## src/common/dma_axi_pkg.sv

```systemverilog
// DMA to AXI bridge shared definitions

package dma_axi_pkg;

  // Bus and fill geometry
  localparam int addr_w     = 32;
  localparam int axi_data_w = 32;
  localparam int fill_w     = 128;
  localparam int beats_c    = fill_w / axi_data_w;
  localparam int beat_cnt_w = 2;
  localparam int strb_w     = axi_data_w / 8;

  // Emulated read latency setting
  localparam int lat_w = 16;

  // AXI4 field widths
  localparam int axi_len_w   = 8;
  localparam int axi_size_w  = 3;
  localparam int axi_burst_w = 2;
  localparam int axi_resp_w  = 2;

  // One burst covers exactly one fill
  localparam logic [axi_len_w-1:0]   burst_len_c  = axi_len_w'(beats_c - 1);
  localparam logic [axi_size_w-1:0]  size_c       = 3'b010;
  localparam logic [axi_burst_w-1:0] burst_incr_c = 2'b01;

  typedef struct packed
  {
    logic              write_not_read;
    logic [addr_w-1:0] addr;
  } dma_pkt_s;

  // Shared by AW and AR
  typedef struct packed
  {
    logic [addr_w-1:0]      addr;
    logic [axi_len_w-1:0]   len;
    logic [axi_size_w-1:0]  size;
    logic [axi_burst_w-1:0] burst;
  } axi_ax_s;

  typedef struct packed
  {
    logic [axi_data_w-1:0] data;
    logic [strb_w-1:0]     strb;
    logic                  last;
  } axi_w_s;

  typedef struct packed
  {
    logic [axi_data_w-1:0] data;
    logic [axi_resp_w-1:0] resp;
    logic                  last;
  } axi_r_s;

  typedef enum logic [2:0]
  {
    e_idle,
    e_aw,
    e_w,
    e_b,
    e_ar,
    e_r
  } engine_state_e;

endpackage

```

## src/axi/axi_burst_engine.sv

```systemverilog
// AXI4 burst engine, one packet in flight
`timescale 1ns/1ns

module axi_burst_engine
  (input  logic                                  core_clk_i
   , input  logic                                rst_n_i

   , input  dma_axi_pkg::dma_pkt_s               pkt_i
   , input  logic                                pkt_v_i
   , output logic                                pkt_ready_and_o
   , output logic                                read_accept_o

   , output dma_axi_pkg::axi_ax_s                aw_o
   , output logic                                awvalid_o
   , input  logic                                awready_i

   , input  dma_axi_pkg::axi_w_s                 w_beat_i
   , input  logic                                w_beat_v_i
   , output logic                                beat_taken_o
   , output dma_axi_pkg::axi_w_s                 w_o
   , output logic                                wvalid_o
   , input  logic                                wready_i

   , input  logic [dma_axi_pkg::axi_resp_w-1:0]  bresp_i
   , input  logic                                bvalid_i
   , output logic                                bready_o

   , output dma_axi_pkg::axi_ax_s                ar_o
   , output logic                                arvalid_o
   , input  logic                                arready_i

   , input  dma_axi_pkg::axi_r_s                 r_i
   , input  logic                                rvalid_i
   , output logic                                rready_o
   , input  logic                                sipo_full_i
   , output logic                                r_write_o
   );

  import dma_axi_pkg::*;

  engine_state_e state_q;
  engine_state_e state_n;
  dma_pkt_s      pkt_q;
  axi_ax_s       ax;
  logic          pkt_accept;

  assign pkt_ready_and_o = (state_q == e_idle);
  assign pkt_accept      = pkt_v_i & pkt_ready_and_o;
  assign read_accept_o   = pkt_accept & ~pkt_i.write_not_read;

  always_ff @(posedge core_clk_i)
  begin
    if (pkt_accept)
      pkt_q <= pkt_i;
  end

  // Fixed four beat INCR burst at the block address
  assign ax.addr  = pkt_q.addr;
  assign ax.len   = burst_len_c;
  assign ax.size  = size_c;
  assign ax.burst = burst_incr_c;
  assign aw_o     = ax;
  assign ar_o     = ax;

  assign awvalid_o = (state_q == e_aw);
  assign arvalid_o = (state_q == e_ar);

  assign w_o          = w_beat_i;
  assign wvalid_o     = (state_q == e_w) & w_beat_v_i;
  assign beat_taken_o = wvalid_o & wready_i;

  assign bready_o = (state_q == e_b);

  // No room in the collector means no R beat
  assign rready_o  = (state_q == e_r) & ~sipo_full_i;
  assign r_write_o = rvalid_i & rready_o;

  always_comb
  begin
    state_n = state_q;
    unique case (state_q)
      e_idle:
        if (pkt_accept)
          state_n = pkt_i.write_not_read ? e_aw : e_ar;
      e_aw:
        if (awready_i)
          state_n = e_w;
      e_w:
        if (beat_taken_o && w_beat_i.last)
          state_n = e_b;
      e_b:
        if (bvalid_i)
          state_n = e_idle;
      e_ar:
        if (arready_i)
          state_n = e_r;
      e_r:
        if (r_write_o && r_i.last)
          state_n = e_idle;
      default:
        state_n = e_idle;
    endcase
  end

  always_ff @(posedge core_clk_i or negedge rst_n_i)
  begin
    if (!rst_n_i)
      state_q <= e_idle;
    else
      state_q <= state_n;
  end

endmodule

```

## src/logic/beat_deserializer.sv

```systemverilog
// AXI read beat to fill collector
`timescale 1ns/1ns

module beat_deserializer
  (input  logic                              core_clk_i
   , input  logic                            rst_n_i
   , input  dma_axi_pkg::axi_r_s             beat_i
   , input  logic                            beat_write_i
   , output logic                            full_o
   , output logic [dma_axi_pkg::fill_w-1:0]  fill_o
   , input  logic                            release_i
   , output logic                            fill_v_o
   , input  logic                            fill_ready_and_i
   );

  import dma_axi_pkg::*;

  logic [beats_c-1:0][axi_data_w-1:0] words_q;
  logic [beat_cnt_w-1:0]              cnt_q;
  logic                               full_q;

  assign full_o   = full_q;
  assign fill_o   = words_q;
  // Held back until the latency gate lets it through
  assign fill_v_o = full_q & release_i;

  always_ff @(posedge core_clk_i)
  begin
    if (beat_write_i)
      words_q[cnt_q] <= beat_i.data;
  end

  always_ff @(posedge core_clk_i or negedge rst_n_i)
  begin
    if (!rst_n_i)
    begin
      full_q <= 1'b0;
      cnt_q  <= '0;
    end
    else if (beat_write_i)
    begin
      cnt_q <= cnt_q + 1'b1;
      if (cnt_q == beat_cnt_w'(beats_c - 1))
        full_q <= 1'b1;
    end
    else if (fill_v_o && fill_ready_and_i)
      full_q <= 1'b0;
  end

endmodule

```

## src/logic/beat_serializer.sv

```systemverilog
// Write fill to AXI beat splitter
`timescale 1ns/1ns

module beat_serializer
  (input  logic                              core_clk_i
   , input  logic                            rst_n_i
   , input  logic [dma_axi_pkg::fill_w-1:0]  fill_i
   , input  logic                            fill_v_i
   , output logic                            fill_ready_and_o
   , output dma_axi_pkg::axi_w_s             beat_o
   , output logic                            beat_v_o
   , input  logic                            beat_taken_i
   );

  import dma_axi_pkg::*;

  logic [beats_c-1:0][axi_data_w-1:0] words_q;
  logic [beat_cnt_w-1:0]              cnt_q;
  logic                               full_q;
  logic                               last_beat;
  logic                               fill_take;

  assign fill_ready_and_o = ~full_q;
  assign fill_take        = fill_v_i & fill_ready_and_o;
  assign last_beat        = (cnt_q == beat_cnt_w'(beats_c - 1));

  // Low word goes out first
  assign beat_o.data = words_q[cnt_q];
  assign beat_o.strb = '1;
  assign beat_o.last = last_beat;
  assign beat_v_o    = full_q;

  always_ff @(posedge core_clk_i)
  begin
    if (fill_take)
      words_q <= fill_i;
  end

  always_ff @(posedge core_clk_i or negedge rst_n_i)
  begin
    if (!rst_n_i)
    begin
      full_q <= 1'b0;
      cnt_q  <= '0;
    end
    else if (fill_take)
    begin
      full_q <= 1'b1;
      cnt_q  <= '0;
    end
    else if (beat_taken_i)
    begin
      cnt_q <= cnt_q + 1'b1;
      if (last_beat)
        full_q <= 1'b0;
    end
  end

endmodule

```

## src/logic/dma_axi_top.sv

```systemverilog
// DMA to AXI4 bridge top level
`timescale 1ns/1ns

module dma_axi_top
  (input  logic                                  core_clk_i
   , input  logic                                arst_n_i

   , input  dma_axi_pkg::dma_pkt_s               dma_pkt_i
   , input  logic                                dma_pkt_v_i
   , output logic                                dma_pkt_ready_and_o

   , input  logic [dma_axi_pkg::fill_w-1:0]      dma_data_i
   , input  logic                                dma_data_v_i
   , output logic                                dma_data_ready_and_o

   , output logic [dma_axi_pkg::fill_w-1:0]      dma_data_o
   , output logic                                dma_data_v_o
   , input  logic                                dma_data_ready_and_i

   , input  logic                                cdl_en_i
   , input  logic [dma_axi_pkg::lat_w-1:0]       cdl_lat_i
   , output logic                                cdl_gate_o

   , output dma_axi_pkg::axi_ax_s                m_axi_aw_o
   , output logic                                m_axi_awvalid_o
   , input  logic                                m_axi_awready_i

   , output dma_axi_pkg::axi_w_s                 m_axi_w_o
   , output logic                                m_axi_wvalid_o
   , input  logic                                m_axi_wready_i

   , input  logic [dma_axi_pkg::axi_resp_w-1:0]  m_axi_bresp_i
   , input  logic                                m_axi_bvalid_i
   , output logic                                m_axi_bready_o

   , output dma_axi_pkg::axi_ax_s                m_axi_ar_o
   , output logic                                m_axi_arvalid_o
   , input  logic                                m_axi_arready_i

   , input  dma_axi_pkg::axi_r_s                 m_axi_r_i
   , input  logic                                m_axi_rvalid_i
   , output logic                                m_axi_rready_o
   );

  import dma_axi_pkg::*;

  logic   rst_n;
  axi_w_s ser_beat;
  logic   ser_beat_v;
  logic   beat_taken;
  logic   des_full;
  logic   r_write;
  logic   read_accept;
  logic   gate_release;

  reset_sync core_rst
    (.core_clk_i(core_clk_i)
     ,.arst_n_i(arst_n_i)
     ,.rst_n_o(rst_n)
     );

  beat_serializer wr_piso
    (.core_clk_i(core_clk_i)
     ,.rst_n_i(rst_n)
     ,.fill_i(dma_data_i)
     ,.fill_v_i(dma_data_v_i)
     ,.fill_ready_and_o(dma_data_ready_and_o)
     ,.beat_o(ser_beat)
     ,.beat_v_o(ser_beat_v)
     ,.beat_taken_i(beat_taken)
     );

  beat_deserializer rd_sipo
    (.core_clk_i(core_clk_i)
     ,.rst_n_i(rst_n)
     ,.beat_i(m_axi_r_i)
     ,.beat_write_i(r_write)
     ,.full_o(des_full)
     ,.fill_o(dma_data_o)
     ,.release_i(gate_release)
     ,.fill_v_o(dma_data_v_o)
     ,.fill_ready_and_i(dma_data_ready_and_i)
     );

  latency_gate cdl
    (.core_clk_i(core_clk_i)
     ,.rst_n_i(rst_n)
     ,.en_i(cdl_en_i)
     ,.lat_i(cdl_lat_i)
     ,.read_accept_i(read_accept)
     ,.fill_done_i(des_full)
     ,.release_o(gate_release)
     ,.gate_o(cdl_gate_o)
     );

  axi_burst_engine engine
    (.core_clk_i(core_clk_i)
     ,.rst_n_i(rst_n)
     ,.pkt_i(dma_pkt_i)
     ,.pkt_v_i(dma_pkt_v_i)
     ,.pkt_ready_and_o(dma_pkt_ready_and_o)
     ,.read_accept_o(read_accept)
     ,.aw_o(m_axi_aw_o)
     ,.awvalid_o(m_axi_awvalid_o)
     ,.awready_i(m_axi_awready_i)
     ,.w_beat_i(ser_beat)
     ,.w_beat_v_i(ser_beat_v)
     ,.beat_taken_o(beat_taken)
     ,.w_o(m_axi_w_o)
     ,.wvalid_o(m_axi_wvalid_o)
     ,.wready_i(m_axi_wready_i)
     ,.bresp_i(m_axi_bresp_i)
     ,.bvalid_i(m_axi_bvalid_i)
     ,.bready_o(m_axi_bready_o)
     ,.ar_o(m_axi_ar_o)
     ,.arvalid_o(m_axi_arvalid_o)
     ,.arready_i(m_axi_arready_i)
     ,.r_i(m_axi_r_i)
     ,.rvalid_i(m_axi_rvalid_i)
     ,.rready_o(m_axi_rready_o)
     ,.sipo_full_i(des_full)
     ,.r_write_o(r_write)
     );

endmodule

```

## src/logic/latency_gate.sv

```systemverilog
// Emulated read latency and core stall gate
`timescale 1ns/1ns

module latency_gate
  (input  logic                             core_clk_i
   , input  logic                           rst_n_i
   , input  logic                           en_i
   , input  logic [dma_axi_pkg::lat_w-1:0]  lat_i
   , input  logic                           read_accept_i
   , input  logic                           fill_done_i
   , output logic                           release_o
   , output logic                           gate_o
   );

  import dma_axi_pkg::*;

  logic [lat_w-1:0] cnt_q;
  logic             pending_q;
  logic             hold_q;
  logic             expired;

  assign expired = (cnt_q == '0);

  // A fill already shown stays shown when the next read loads the counter
  assign release_o = ~en_i | expired | hold_q;

  // Core would be stalled on memory here
  assign gate_o = en_i & expired & pending_q & ~fill_done_i;

  always_ff @(posedge core_clk_i or negedge rst_n_i)
  begin
    if (!rst_n_i)
    begin
      cnt_q     <= '0;
      pending_q <= 1'b0;
      hold_q    <= 1'b0;
    end
    else
    begin
      hold_q <= fill_done_i & release_o;
      if (read_accept_i)
      begin
        cnt_q     <= lat_i;
        pending_q <= 1'b1;
      end
      else
      begin
        if (!expired)
          cnt_q <= cnt_q - 1'b1;
        // An old fill still on display belongs to the previous read
        if (fill_done_i && !hold_q)
          pending_q <= 1'b0;
      end
    end
  end

endmodule

```

## src/logic/reset_sync.sv

```systemverilog
// Core reset synchronizer
`timescale 1ns/1ns

module reset_sync
  (input  logic   core_clk_i
   , input  logic arst_n_i
   , output logic rst_n_o
   );

  logic [1:0] sync_q;

  // Assert at once, release after two edges
  always_ff @(posedge core_clk_i or negedge arst_n_i)
  begin
    if (!arst_n_i)
      sync_q <= '0;
    else
      sync_q <= {sync_q[0], 1'b1};
  end

  assign rst_n_o = sync_q[1];

endmodule

```

## config.mk

```make
export PLATFORM = sky130hd
export DESIGN_NAME = dma_axi_top
export DESIGN_NICKNAME = d
export VERILOG_FILES = /design/src/common/dma_axi_pkg.sv /design/src/axi/axi_burst_engine.sv /design/src/logic/beat_deserializer.sv /design/src/logic/beat_serializer.sv /design/src/logic/dma_axi_top.sv /design/src/logic/latency_gate.sv /design/src/logic/reset_sync.sv
export SDC_FILE = /design/constraint.sdc
export NUM_CORES = 1
export LEC_CHECK = 0
export BUFFER_PORTS_ARGS = -buffer_cell sky130_fd_sc_hd__buf_2
export CAP_MARGIN = 40
export CORE_AREA = 5 5 185 187
export CTS_BUF_LIST = sky130_fd_sc_hd__clkbuf_4 sky130_fd_sc_hd__clkbuf_8
export DETAILED_ROUTE_END_ITERATION = 10
export DIE_AREA = 0 0 190 192
export PLACE_DENSITY_LB_ADDON = 0.05
export SYNTH_ARGS = -nofsm -noshare
export SYNTH_HDL_FRONTEND = slang
export SYNTH_SLANG_ARGS = --single-unit
export TNS_END_PERCENT = 1
```

## constraint.sdc

```tcl
create_clock -name core_clk_i -period 2.1 [get_ports core_clk_i]
set_input_delay 0.105 -clock core_clk_i [delete_from_list [all_inputs] [get_ports core_clk_i]]
set_output_delay 0.105 -clock core_clk_i [all_outputs]
set_load 0.1 [all_outputs]
```

Word-level counts from Yosys, hierarchy flattened:

Index checks and enable logic that the tools add are counted.
Widths: inputs -> output; s select.

* bitwise logic cells: 17
* add/sub/neg operators: 3
* reductions and logical operators: 15
* order comparisons: 3
* mux-type cells: 25
* equality and inequality tests: 15

Operator list (number)
* $bwmux 128: 1
* $bmux 32 s2: 1
* $demux 32 s2: 1
* $mux 32: 2
* $mux 16: 2
* $mux 3: 7
* $pmux 3 s6: 1
* $logic_not 16->1: 1
* $sub 16x1->16 const B: 1
* $and 1x1->1: 11
* $ne 2x2->1 const B: 5
* $mux 1: 8
* $reduce_bool 2->1: 4
* $eq 3x2->1 const B: 2
* $eq 3x3->1 const B: 2
* $lt 2x3->1 const B: 2
* $ne 2x1->1 const B: 3
* $reduce_and 6->1: 1
* $logic_and 1x1->1: 5
* $add 2x1->2 const B: 2
* $eq 2x2->1 const B: 2
* $mux 2: 2
* $not 1->1: 4
* $reduce_and 2->1: 2
* other kinds (5): 6

* input port bits: 225
* logic and storage cells: 96
* register bits after elaboration: 317
* output and inout bits: 264

Longest topological paths before layout:

Gate-level depths: netlist (run 1).

* word-level depth: 7
* depth in mapped cells: 6

Cells and area by module:

Synthesis (run 1) repeated with hierarchy kept, for this count alone.

* cells, all modules: 627
* area total of the unflattened synthesis: 12045.3 µm²

Modules (own cells, without submodules)
* beat_serializer: area each 4840.9 µm², cells each 186, times used 1
* beat_deserializer: area each 4056.4 µm², cells each 149, times used 1
* axi_burst_engine: area each 2024.4 µm², cells each 173, times used 1
* latency_gate: area each 1069.8 µm², cells each 116, times used 1
* reset_sync: area each 53.8 µm², cells each 3, times used 1

Worst setup path after synthesis (run 1):

No wires, ideal clock.

* path kind: register -> register
* start point: register wr_piso.full_q (netlist: wr_piso.beat_v_o)
* end point: register wr_piso.words_q[0] (netlist bit), enable pin
* setup slack: -4.628 ns
* cell stages (with the launch flop): 2
* period minus slack after synthesis: 6.728 ns
* library setup time: 0.633 ns
* arrival time: 6.095 ns
* buffers on the path: 0
* path through: dfrtp_1 > nor2b_1

* cells in the longest elaborated chain, start to end: 2

RTL lines
* start, declared: RTL line beat_serializer.sv:19 `logic full_q;`
* start signal, assigned: RTL line beat_serializer.sv:43 `full_q <= 1'b0;`
* start signal, assigned: RTL line beat_serializer.sv:48 `full_q <= 1'b1;`
* start signal, assigned: RTL line beat_serializer.sv:55 `full_q <= 1'b0;`
* $not 1->1: RTL line beat_serializer.sv:23 `assign fill_ready_and_o = ~full_q;`
* $and 1x1->1: RTL line beat_serializer.sv:24 `assign fill_take = fill_v_i & fill_ready_and_o;`
* named net wr_piso.fill_take: RTL line beat_serializer.sv:21 `logic fill_take;`
* end signal, assigned: RTL line beat_serializer.sv:36 `words_q <= fill_i;`
* end, declared: RTL line beat_serializer.sv:17 `logic [beats_c-1:0][axi_data_w-1:0] words_q;`

The timed path passes the listed nets, and every way through them passes these cells.
A chain may end at the register's enable or synchronous reset.

Worst setup path after layout (run 1):

* start point: register cdl.cnt_q[10]
* end point: output port cdl_gate_o

* cells in the longest elaborated chain, start to end: 4

RTL lines
* start, declared: RTL line latency_gate.sv:17 `logic [lat_w-1:0] cnt_q;`
* start signal, assigned: RTL line latency_gate.sv:43 `cnt_q <= lat_i;`
* start signal, assigned: RTL line latency_gate.sv:49 `cnt_q <= cnt_q - 1'b1;`
* $logic_not 16->1: RTL line latency_gate.sv:22 `assign expired = (cnt_q == '0);`
* $and 1x1->1 (3 in a row): RTL line latency_gate.sv:28 `assign gate_o = en_i & expired & pending_q & ~fill_done_i;`
* end, declared: RTL line dma_axi_top.sv:22 `, output logic cdl_gate_o`

Every way passes these cells.

==> metrics, run 1 <==
# rows 66; initial antenna violation count 2; Final period util 107%; Cells after Synth roughly 600; Yosys reg bits approximately 320; FMAX ~450 MHz; wire length per cell approximately 18 µm; Max transition margin a little under two thirds; latest clock arrival within the worst-skew pair about 0.57 ns; slowest cell on the critical path or4_4; unrepaired setup endpoints after global routing true; fraction of registers with async set/reset 9.15%; Initial Util a little over a third; Post-route DRC 0; worst-path cell chain or4_4 -> nor4_4 -> buf_12; largest net degree at the start of global routing 76; Mapped Area around 0.012 mm²; DIE WIDTH around 190 µm; Pleak around 7.3 nW; Crit Path Max Fanout 6; failing checks setup timing; reg2reg path depth 5; syn_area_per_cell approximately 20 µm²; total I/O pin count around 490; count of different cell masters after synthesis 51; Slew @ Worst Pin around 0.55 ns; Peak VDD IR 0.000880 V; gr usage total between 10% and 20%; Worst Skew 0.0143 ns; layout cells sized above 1 46.2%; DPL Wire Length ~22 mm; status finished, violations left; Vias/cell around 4.3; Yosys warning total 0; Initial DRC Count roughly 260; Critical Path End Type output pin; Final setup viols 5; first-pass GRT wire length roughly 48 mm; drt first pass iters 4; gr ovfl total 0; Final Hold Fails 0; Hold Crit Depth 5; ys flop type edfxtp_1; Final ANT Viol Nets 0; EDFF count, synth 288; Die Ht around 190 µm; vias a little under 8k; commonest non-fill, non-tap cell in the layout buf_2; FILL cells 2631; # port buffers 454; Post-Route WL roughly 32 mm; post-place setup slack roughly 0.12 ns; most frequent cells in the layout 415 x buf_2, 288 x edfxtp_1, 223 x dlygate4sd3_1; Pwr Density 1300 mW/mm²; Clock Sinks around 320; die area ~0.036 mm²; area delta synth->final 57.4%; Max Slew Vio Count 0; sequential area share after synthesis between 80% and 90%; core area 0.0323 mm²; CTS HTree Levels 2; gp weighted congestion around 0.8; WP data arrival approximately 2.1 ns; clock period minus worst slack roughly 2.2 ns; vias in the first global route between 8k and 9k; Setup crit start kind flip-flop; root buf cell clkbuf_8; WP data required about 2.0 ns; CTS tree built; Power Total about 24 mW; critical path type reg2out; nets@finish 1534; post-route setup slack -0.145 ns; HP Class in2reg; Clock Tree Buf Depth 3; clk slew on worst S/H paths about 0.060 ns; MaxCap Viol Count 0; Slowest Stage Delay on Critical Path ~0.62 ns; Num CTS Buffers between 50 and 60
## cells in the mapped netlist (2+ instances only)
master    number  share of area [%]
or3_1          2               0.11
ha_1           6               0.64
and3_1         4               0.21
and3b_1        2               0.15
nand4_1        4               0.21
o21ai_0       10               0.43
mux2i_1        5               0.43
a22oi_1        2               0.13
o211ai_1       3               0.19
mux4_2        32                6.2
a21oi_1       14               0.60
clkbuf_1      10               0.32
nor3_1         9               0.39
nand2_1       17               0.55
edfxtp_1     288                 74
nor4_1         3               0.16
nand3b_1       4               0.26
o21a_1         3               0.19
a31oi_1        5               0.27
dfrtp_1       29                6.2
buf_2          5               0.21
inv_1         11               0.35
nor2b_1        2               0.11
o31ai_1        6               0.39
or4_1          4               0.26
nor2_1        14               0.45
nor3b_1        3               0.19
buf_4         63                4.1
nand3_1        4               0.17
conb_1         2              0.064
## routing by layer
| metal | up-vias | track usage, % | wire (µm) |
|---|---|---|---|
| met4 | 0 | 4.79 | 752 |
| met2 | 321 | 29.8 | 16500 |
| met1 | 3737 | 20.0 | 12100 |
| li1 | 3663 | - | - |
| met5 | - | 0 | 0 |
| met3 | 59 | 6.29 | 3010 |
## critical path: cells and delay by family (launching register included)
family | cells | cell delay (ns)
buf+inv | 1 | 0.21
flops | 1 | 0.42
simple gates | 2 | 0.94
## final timing paths
kind                                     from                  to  slack, ns
min                               dma_pkt_v_i   engine.state_q[0]       0.07
max reg2reg                 engine.state_q[2]    wr_piso.beat_v_o       0.17
min reg2reg                core_rst.sync_q[1]    wr_piso.cnt_q[1]       0.24
max in group asynchronous            arst_n_i  core_rst.sync_q[0]       1.53
min in group asynchronous  core_rst.sync_q[1]    wr_piso.cnt_q[1]       0.24
max                             cdl.cnt_q[10]          cdl_gate_o      -0.14
## what timing repair did
item	CTS	global route
endpoints found under the hold margin	317	0
resized for setup	9	6
setup buffers	5	1
setup endpoints to repair	36	36
pin swaps	7	4
hold buffers	223	0
## per-stage QoR
stage | setup TNS (ns) | cell area (µm²) | hold slack [ns] | utilization, % | cells
after floorplan | -146.26 | 11800 | -0.191 | - | 616
after global placement | 0 | 14900 | -0.105 | 46.2 | 1461
after detailed placement | 0 | 14900 | -0.102 | 46.2 | 1461
after CTS | -2.13 | 18300 | 0.0190 | 56.7 | 1787
after global routing | -3.59 | 18300 | 0.0296 | 56.8 | 1790
final | -0.231 | 18300 | 0.0697 | 56.8 | 1790
## sequential cells by signal, summed over array words and instances, names as in the netlist
register,count
rd_sipo.fill_o,128
core_rst.sync_q,2
rd_sipo.full_o,1
wr_piso.words_q,128
rd_sipo.cnt_q,2
wr_piso.beat_v_o,1
engine.state_q,3
wr_piso.cnt_q,2
engine.ar_o,32
cdl.hold_q,1
cdl.cnt_q,16
cdl.pending_q,1
## cells by family after synthesis
family	count (synthesis)	synth area share, %
compound gates	48	2.55
fa+ha+maj	6	0.645
xor+xnor	1	0.0752
simple gates	87	4.60
buf+inv	89	4.95
flops	317	80.5
mux	37	6.62
other cells	2	0.0645
## cell type report
type	count	area [µm²]	share of cell area [%]
timing repair buffer	710	5400	29.5
clock buffer	68	855	4.66
inverter	11	41.3	0.225
antenna	2	5.00	0.0273
sequential	317	9380	51.2
clock inverter	30	238	1.30
tap	442	553	3.02
multi-input combinational	210	1860	10.2
## where the power goes
part / switching [mW] / internal, mW / leakage [nW]
logic: 7.10 / 3.20 / 3.81
clock network: 2.44 / 3.16 / 0.565
registers: 0.431 / 7.55 / 2.94
total: 9.97 / 13.9 / 7.31
(Power assumes the default switching activity.)
==> run 2: changes to the inputs <==
CORE_AREA = 5 5 186 188   (was 5 5 185 187)
DIE_AREA = 0 0 191 193   (was 0 0 190 192)
SYNTH_HIERARCHICAL = 1   (was default)
==> run 2 against run 1 <==
The run still ends with setup timing left. Final cell count grew 0.39%. Clock power shrank 8.9%. First-iteration DRC count grew 21%. Register-to-register slack lost 0.11 ns. Critical path depth grew 3. Maximum frequency shrank 18%. Final area is essentially flat. Critical endpoint is now dma_data_v_o. Highest routed layer unchanged.
==> metrics, run 2 <==
status finished, violations left; failing checks setup timing; fin util a little under three fifths; Crit Path Max Fanout 3; Num CTS Buffers 54; post-place setup slack -0.139 ns; gr usage total between 10% and 20%; # port buffers roughly 450; simple-gate share of the synthesized area between 3 and 4%; clock power share around 22%; Initial DRC Count 317; nets@finish about 1.5k; # rows 67; sw power roughly 9.6 mW; Pleak ~7.3 nW; Max transition margin between 60% and 70%; Comb pwr share between 40 and 50%; largest family of logic cells by synthesized area buffers and inverters; Cell Count, Final, Fillers Out approximately 1.8k; first-pass GRT wire length 50.4 mm; Slowest Stage Delay on Critical Path 0.56 ns; post-route cell area between 0.015 and 0.02 mm²; sw frac a little over two fifths; Final period util 131%; Compound-Gate Fraction of Synth Area about 2.6%; Synth area leaders edfxtp_1 72%, buf_4 6.4%, dfrtp_1 6.0%, mux4_2 5.4%, mux4_1 0.65%; mux cell area share after synthesis under 10%; Initial Util between 30% and 40%; die area 0.0369 mm²; most frequent cells in the layout 414 x buf_2, 288 x edfxtp_1, 223 x dlygate4sd3_1; FF-to-FF Start cdl/cnt_q[9]; Slew @ Worst Pin around 0.55 ns; core area 0.0329 mm²; area delta synth->final 52.3%; area post-placement 0.0151 mm²; CTS HTree Levels 2; total I/O pin count roughly 490; EDFF count, synth between 200 and 300; ys flop type edfxtp_1; worst-path cell chain or4_4 -> or4_4 -> nor2_4 -> or3_1 -> and2_4 -> buf_12; WP data arrival about 2.6 ns; Clock Sinks between 300 and 400; layout cells sized above 1 47.5%; Adder-Cell Fraction of Synth Area 0.623%; unrepaired setup endpoints after global routing true; WP data required about 2 ns; share of the synthesized area in the top cell type between 70% and 80%; Mapped Area about 0.012 mm²; Yosys warning total 6; drt first pass iters 4; commonest non-fill, non-tap cell in the layout buf_2; Post-Synth XOR/XNOR Area 0.654%; clock period minus worst slack 2.75 ns; post-route setup slack -0.650 ns; dpl cells 1480; top-count cell post-synth edfxtp_1; latest clock arrival within the worst-skew pair approximately 0.6 ns; clk slew on worst S/H paths 0.06 ns; count of different cell masters after synthesis 62; Peak VDD IR around 0.0008 V; fraction of registers with async set/reset between 9 and 10%; MaxCap Viol Count 0; DPL Wire Length approximately 24 mm; CTS tree built; Hold Slack roughly 0.095 ns; vias in the first global route 8470; largest delay contributor family on the critical path simple AND/OR/NAND/NOR gates; initial antenna violation count 0; min-delay src m_axi_r_i[0]; Setup crit start kind flip-flop; top cells by count, synth 288 x edfxtp_1, 102 x buf_4, 29 x dfrtp_1, 29 x mux4_2, 17 x nor2_1; critical path type reg2out; FILL cells around 2.8k; FMAX between 300 and 400 MHz; Synth area leader edfxtp_1; Pwr Density between 1000 and 1500 mW/mm²; Critical Path End Type output pin; Worst Skew between 0.015 and 0.02 ns; wire length per cell around 19 µm; Critical Path Source cdl/cnt_q[9]; slowest cell on the critical path or4_4; Final TNS setup -1.59 ns; most used cell, CP or4_4; gr ovfl total 0; Buf+Inv Stages, Crit Path 1; Post-Route WL 34.4 mm; Clock Tree Buf Depth 3; DIE WIDTH 191 µm; gp weighted congestion 0.780; register share of total power about 34%; Yosys reg bits 317; Die Ht ~190 µm; root buf cell clkbuf_8; P_int around 13 mW; Vias/cell 4.38; sequential area share after synthesis between 70 and 80%; Final setup viols 26; Final ANT Viol Nets 0; HP Class in2reg; Post-route DRC 0; vias about 7.9k; Power Total ~23 mW; Final Hold Fails 0; diode count 0; Max Slew Vio Count 0; largest net degree at the start of global routing 35; syn_area_per_cell 19.2 µm²; Cells after Synth between 600 and 700
## run 2: final timing paths
| path | endpoint | depth (start not counted) | slack [ns] |
|---|---|---|---|
| max in group asynchronous | cdl/cnt_q[5] | 1 | 1.27 |
| worst min-delay path | engine/state_q[0] | 4 | 0.1 |
| worst max register to register | cdl/cnt_q[14] | 5 | 0.06 |
| min in group asynchronous | rd_sipo/cnt_q[1] | 0 | 0.18 |
| worst min register to register | rd_sipo/cnt_q[1] | 0 | 0.18 |
| worst max-delay path | dma_data_v_o | 6 | -0.65 |
## run 2: layer usage
layer,GRT usage [%],vias up,wire (µm)
met1,21.4,3851,13100
met3,6.50,60,3080
met4,5.30,0,798
met2,30.8,302,17400
li1,-,3666,-
met5,0,-,0
## run 2: timing repair
item / in CTS / in global routing
endpoints found under the hold margin: 320 / 0
setup buffers: 0 / 0
resized for setup: 11 / 9
gates cloned: 0 / 0
setup endpoints to repair: 42 / 43
pin swaps: 1 / 3
hold buffers: 223 / 0
## run 2: final cells by class
cell class | instances | area, µm² | share of cell area (%)
Multi-Input combinational cell | 203 | 1870 | 10.2
Timing Repair Buffer | 721 | 5510 | 30.0
Tap cell | 448 | 561 | 3.05
Clock inverter | 23 | 109 | 0.593
Clock buffer | 71 | 871 | 4.75
Sequential cell | 317 | 9380 | 51.1
Inverter | 14 | 52.6 | 0.286
## run 2: logic make-up (layout without fill, tap and decap cells)
| kind of cell | count (synthesis) | after routing |
|---|---|---|
| AOI/OAI and AO/OA | 43 | 43 |
| xor gates and xnor gates | 9 | 9 |
| adders and majority gates | 6 | 6 |
| buffers and inverters | 134 | 829 |
| DFF | 317 | 317 |
| muxes | 35 | 35 |
| other | 4 | 31 |
| and+or+nand+nor | 79 | 79 |
## run 2: power groups by stage
stage / Clock [mW] / Combinational (mW) / Sequential (mW)
final: 5.10 / 10.0 / 7.79
after detailed placement: 0 / 9.63 / 7.89
after global placement: 0 / 9.63 / 7.88
after floorplan: 0 / 6.22 / 9.19
after CTS: 5.32 / 10.1 / 7.77
after global routing: 5.61 / 10.4 / 7.85
## run 2: tightest hold or removal path, cell delays in order
cell and delay (ns):
buf_2 0.09, a31o_2 0.17, nand3_1 0.09, mux2_4 0.20
